<file path="src/vca_pkg.sv">
// VC allocator shared definitions
`default_nettype none

package vca_pkg;

   // ----------------------------------------------------------------------
   // router and VC sizing
   // ----------------------------------------------------------------------

   localparam int num_ports            = 5;
   localparam int num_message_classes  = 2;
   localparam int num_resource_classes = 2;
   localparam int num_vcs_per_class    = 2;
   // VCs per port, message class is the outermost field
   localparam int num_vcs       = num_message_classes * num_resource_classes * num_vcs_per_class;
   // VCs of one message class on a port
   localparam int num_class_vcs = num_resource_classes * num_vcs_per_class;

   localparam int port_idx_w     = 3;
   localparam int vc_idx_w       = 3;
   localparam int class_vc_idx_w = 2;
   localparam int cvc_idx_w      = 1;

   // ----------------------------------------------------------------------
   // index helpers
   // ----------------------------------------------------------------------

   // VC index = (message class * 2 + resource class) * 2 + class VC
   function automatic logic [vc_idx_w-1:0] vc_index(input int mc, input int rc, input int cvc);
      return vc_idx_w'((mc * num_resource_classes + rc) * num_vcs_per_class + cvc);
   endfunction

   // message class of a VC index
   function automatic int vc_mc(input int vc);
      return vc / num_class_vcs;
   endfunction

   // resource class of a VC index
   function automatic int vc_rc(input int vc);
      return (vc / num_vcs_per_class) % num_resource_classes;
   endfunction

   // ----------------------------------------------------------------------
   // types
   // ----------------------------------------------------------------------

   typedef logic [num_ports-1:0] port_oh_t;

   // one message class worth of VC bits, indexed [resource class][class VC]
   typedef logic [num_resource_classes-1:0][num_vcs_per_class-1:0] class_oh_t;

   // flat view for selects, decoded view for slicing out a message class
   typedef union packed
   {
      logic [num_vcs-1:0]                  flat;
      class_oh_t [num_message_classes-1:0] cls;
   } vc_oh_u;

   // request of one input VC
   typedef struct packed
   {
      logic                            req;
      port_oh_t                        route_op;
      logic [num_resource_classes-1:0] route_orc;
   } vc_req_t;

   // grant toward the input controller
   typedef struct packed
   {
      logic   gnt;
      vc_oh_u sel_ovc;
   } ivc_gnt_t;

   // grant toward the output controller
   typedef struct packed
   {
      logic     gnt;
      port_oh_t sel_ip;
      vc_oh_u   sel_ivc;
   } ovc_gnt_t;

   // round-robin pointers
   typedef logic [cvc_idx_w-1:0]      in_ptr_t;
   typedef logic [class_vc_idx_w-1:0] out_vc_ptr_t;
   typedef logic [port_idx_w-1:0]     out_ip_ptr_t;

endpackage

`default_nettype wire

</file>
<file path="src/vca_priority_ctrl.sv">
// VC allocator round-robin pointer control
`timescale 1ns/1ps
`default_nettype none

module vca_priority_ctrl
(
   input  logic                  clk,
   input  logic                  rst_n,
   input  vca_pkg::ivc_gnt_t     gnt_ip_ivc [vca_pkg::num_ports][vca_pkg::num_vcs],
   input  vca_pkg::ovc_gnt_t     gnt_op_ovc [vca_pkg::num_ports][vca_pkg::num_vcs],
   output vca_pkg::in_ptr_t      in_ptr
             [vca_pkg::num_ports][vca_pkg::num_vcs][vca_pkg::num_resource_classes],
   output vca_pkg::out_vc_ptr_t  out_vc_ptr
             [vca_pkg::num_ports][vca_pkg::num_vcs][vca_pkg::num_ports],
   output vca_pkg::out_ip_ptr_t  out_ip_ptr [vca_pkg::num_ports][vca_pkg::num_vcs]
);

   // ----------------------------------------------------------------------
   // input side, one pointer per input VC and output resource class
   // ----------------------------------------------------------------------

   always_ff @(posedge clk)
   begin
      if (!rst_n)
         in_ptr <= '{default: '0};
      else
      begin
         for (int ip = 0; ip < vca_pkg::num_ports; ip++)
            for (int ivc = 0; ivc < vca_pkg::num_vcs; ivc++)
               for (int orc = 0; orc < vca_pkg::num_resource_classes; orc++)
                  for (int c = 0; c < vca_pkg::num_vcs_per_class; c++)
                  begin
                     // granted class VC in resource class orc, move one past it
                     if (gnt_ip_ivc[ip][ivc].sel_ovc.cls[vca_pkg::vc_mc(ivc)][orc][c])
                        in_ptr[ip][ivc][orc] <=
                           vca_pkg::in_ptr_t'((c + 1) % vca_pkg::num_vcs_per_class);
                  end
      end
   end

   // ----------------------------------------------------------------------
   // output side, input VC pointers per port and the port pointer
   // ----------------------------------------------------------------------

   always_ff @(posedge clk)
   begin
      if (!rst_n)
      begin
         out_vc_ptr <= '{default: '0};
         out_ip_ptr <= '{default: '0};
      end
      else
      begin
         for (int op = 0; op < vca_pkg::num_ports; op++)
            for (int ovc = 0; ovc < vca_pkg::num_vcs; ovc++)
               for (int ip = 0; ip < vca_pkg::num_ports; ip++)
               begin
                  if (gnt_op_ovc[op][ovc].gnt && gnt_op_ovc[op][ovc].sel_ip[ip])
                  begin
                     // port pointer moves past the winning port
                     out_ip_ptr[op][ovc] <=
                        vca_pkg::out_ip_ptr_t'((ip + 1) % vca_pkg::num_ports);
                     // winner's class VC index = resource class * 2 + class VC
                     for (int c = 0; c < vca_pkg::num_class_vcs; c++)
                     begin
                        if (gnt_op_ovc[op][ovc].sel_ivc.cls[vca_pkg::vc_mc(ovc)]
                               [c / vca_pkg::num_vcs_per_class][c % vca_pkg::num_vcs_per_class])
                           out_vc_ptr[op][ovc][ip] <=
                              vca_pkg::out_vc_ptr_t'((c + 1) % vca_pkg::num_class_vcs);
                     end
                  end
               end
      end
   end

endmodule

`default_nettype wire

</file>
<file path="config.mk">
export PLATFORM = sky130hd
export DESIGN_NAME = vca_priority_ctrl
export DESIGN_NICKNAME = d
export VERILOG_FILES = /design/src/vca_pkg.sv /design/src/vca_priority_ctrl.sv
export SDC_FILE = /design/constraint.sdc
export NUM_CORES = 1
export LEC_CHECK = 0
export BUFFER_PORTS_ARGS = -buffer_cell sky130_fd_sc_hd__buf_2
export CORE_AREA = 2 2 598 600
export DETAILED_ROUTE_END_ITERATION = 8
export DIE_AREA = 0 0 600 602
export PLACE_DENSITY = 0.3
export SYNTH_ARGS = -nofsm -noshare
export SYNTH_HDL_FRONTEND = slang
export SYNTH_SLANG_ARGS = --single-unit
export TNS_END_PERCENT = 10
</file>
<file path="constraint.sdc">
create_clock -name clk -period 3.4 [get_ports clk]
set_clock_uncertainty 0.15 [all_clocks]
set_input_delay 0 -clock clk [delete_from_list [all_inputs] [get_ports clk]]
set_output_delay 0 -clock clk [all_outputs]
set_load 0.02 [all_outputs]
</file>
==> flow_metrics.env <==
export IMPL_tns_ns=0
export IMPL_fp_row_count=219
export IMPL_syn_area_per_cell_sq_um=8.60
export IMPL_track_usage=0.109
export IMPL_die_x_um=600
export IMPL_grt_max_degree=56
export IMPL_rr_worst_depth=4
export IMPL_ant_nets=0
export IMPL_synth_distinct_cells=32
export IMPL_pin_count=1522
export IMPL_cts_root_buf="clkbuf_16"
export IMPL_synth_largest_area_cell="dfxtp_1"
export IMPL_gr_usage_met2=0.180
export IMPL_die_area_sq_mm=0.361
export IMPL_endpoint_kind="flop"
export IMPL_clk_pin_slew_ns=0.06
export IMPL_hold_depth=4
export IMPL_clkPwrFrac=0.448
export IMPL_synth_nets=3665
export IMPL_use_met3=0.0489
export IMPL_fin_ws_ns=0.484
export IMPL_ys_seq_area_frac=0.509
export IMPL_antenna_found_initial=75
export IMPL_grt_pass1_wl_um=272000
export IMPL_fmax_mhz=343
export IMPL_dr_first_iter_drc_count=1643
export IMPL_hold_viol=0
export IMPL_numCtsBuffers=86
export IMPL_syn_area_sq_mm=0.0236
export IMPL_slew_headroom=0.249
export IMPL_initial_core_util=0.0665
export IMPL_internal_power_uw=15000
export IMPL_synth_top_area_share=0.509
export IMPL_pwr_share_comb=0.197
export IMPL_clkLatencyLatePin_ns=0.76
export IMPL_die_h_um=602
export IMPL_synthToLayoutAreaGrowth_pct=122
export IMPL_async_flop_share=0
export IMPL_nNetsFinal=6264
export IMPL_worst_slew_pin_transition_ns=1.12
export IMPL_rsz0062_at_grt="false"
export IMPL_cts_tree="yes"
export IMPL_dp_hpwl_um=167000
export IMPL_synth_ff_type="dfxtp_1"
export IMPL_crit_arrival_ns=3.53
export IMPL_start_kind="primary input"
export IMPL_crit_fanout=5
export IMPL_io_buffers=1161
export IMPL_p_seq_frac=0.355
export IMPL_place_congestion=0.933
export IMPL_power_leakage_uw=0.0223
export IMPL_post_route_cells_drive_above_1_share=0.255
export IMPL_synth_area_leaders="dfxtp_1 51%, nand2_1 11%, mux2i_1 9.1%"
export IMPL_p_sw_frac=0.296
export IMPL_overflow=0
export IMPL_cp_required_ns=4.01
export IMPL_fill_cells=40500
export IMPL_num_vias=31600
export IMPL_wire_per_inst_um=20.2
export IMPL_post_route_min_period_ns=2.92
export IMPL_synth_edf_count=0
export IMPL_outcome="finished, final reports clean"
export IMPL_peakVddDrop_uv=340
export IMPL_switching_power_uw=6330
export IMPL_core_region_area_sq_mm=0.355
export IMPL_maxCapViolations=0
export IMPL_drt_first_pass_iters=6
export IMPL_fin_crit_sh=0.858
export IMPL_cts_path_max_buffers=4
export IMPL_slew_violations=0
export IMPL_first_global_vias=32400
export IMPL_wirelength_um=206000
export IMPL_hold_path_class="primary input to flop"
export IMPL_use_met1=0.124
export IMPL_cts_max_level=3
export IMPL_syn_inst=2743
export IMPL_p_per_area_mw_per_mm2=408
export IMPL_fin_hold_ws_ns=0.00114
export IMPL_dp_slack_ns=1.35
export IMPL_cts_sinks=600
export IMPL_synth_seq_cells=600
export IMPL_via_per_inst=3.10
export IMPL_setup_viol=0
export IMPL_ys_warn_count=0
export IMPL_drcViolationCount=0
export IMPL_top_usage_layer="met2"
export IMPL_criticalPathCategory="primary input to flop"
[power groups by stage]
stage	registers, uW	logic (uW)	clock network (uW)
6_report	7580	4210	9580
3_3_place_gp	7720	2850	0
3_5_place_dp	7730	2840	0
4_1_cts	7580	4250	10000
5_1_grt	7610	4540	10200
2_1_floorplan	8080	876	0
[critical path, cell delays in order]
cell	delay (ns)
dlygate4sd3_1	0.55
buf_2	0.13
dlygate4sd3_1	0.56
nor4_2	0.24
dlygate4sd3_1	0.70
o211ai_1	0.13
dlygate4sd3_1	0.58
o21ai_0	0.07
dlygate4sd3_1	0.57
[cells in the final DEF (no fill, tap or decap), types with 17 or more instances in the layout]
cell type and count:
a21oi_1 73, buf_2 1160, buf_4 31, clkbuf_1 17, clkbuf_16 87, clkbuf_8 18, dfxtp_1 600, diode_2 23
dlygate4sd3_1 1421, inv_1 42, mux2i_1 214, nand2_1 718, nand3_1 29, nor2_1 295, nor2b_1 39, nor3b_1 80
nor4_2 33, o21a_1 45, o21ai_0 112, o21ai_1 47, o22ai_1 210, o31ai_1 38
[sequential cells by signal (all words and copies together) (netlist names)]
signal,cells
out_ip_ptr,120
in_ptr,80
out_vc_ptr,400
[synth_stat cells (43+ instances only)]
library cell	count
o21a_1	45
nand2_1	718
clkbuf_1	50
nor2_1	295
o21ai_1	43
o21ai_0	118
mux2i_1	214
nor3b_1	80
a21oi_1	73
buf_2	54
dfxtp_1	600
o22ai_1	210
[per-layer routing]
layer / routed length, um / part of all wire
met5: 47 / 0.00023
met3: 22200 / 0.11
met2: 94800 / 0.46
met1: 81900 / 0.40
met4: 6980 / 0.034
[kinds of logic (layout without fill, tap and decap cells)]
kind of cell,after synthesis,after routing,synth area share
AND/OR/NAND/NOR,1224,1224,0.231
flip-flops,600,600,0.509
AO/OA/AOI/OAI,555,555,0.142
multiplexers,214,214,0.0908
buffers and inverters,150,2810,0.0274
other,0,23,0
[final timing paths]
kind	slack [ns]	end	startpoint
worst min-delay path	0.001	out_vc_ptr[260]	gnt_op_ovc[371]
worst max-delay path	0.48	out_vc_ptr[275]	gnt_op_ovc[382]
worst min register to register	0.30	out_vc_ptr[190]	out_vc_ptr[190]
worst max register to register	1.34	out_ip_ptr[110]	out_ip_ptr[110]
[what timing repair did]
action / CTS / global route
endpoints found under the hold margin: 600 / 0
resized for setup: 0 / 0
hold buffers: 1421 / 0
buffers inserted: 0 / 0
[cell type report]
type                       count  area (sq um)  share of cell area
tap                         4751          5940               0.113
multi-input combinational   1993         11000               0.209
antenna                       23          57.6             0.00110
timing repair buffer        2619         20400               0.389
clock inverter                27           393             0.00750
sequential                   600         12000               0.229
clock buffer                 122          2490              0.0475
inverter                      42           158             0.00301
[through the flow]
step	area (sq um)	util	std cells	power, uW
floorplan	23600	-	2743	8950
global placement	35200	0.0993	8584	10600
detailed placement	35300	0.0993	8584	10600
CTS	52400	0.148	10200	21900
global route	52400	0.148	10200	22400
finish	52400	0.148	10200	21400
Note: power is estimated with default switching activity, not from simulation.
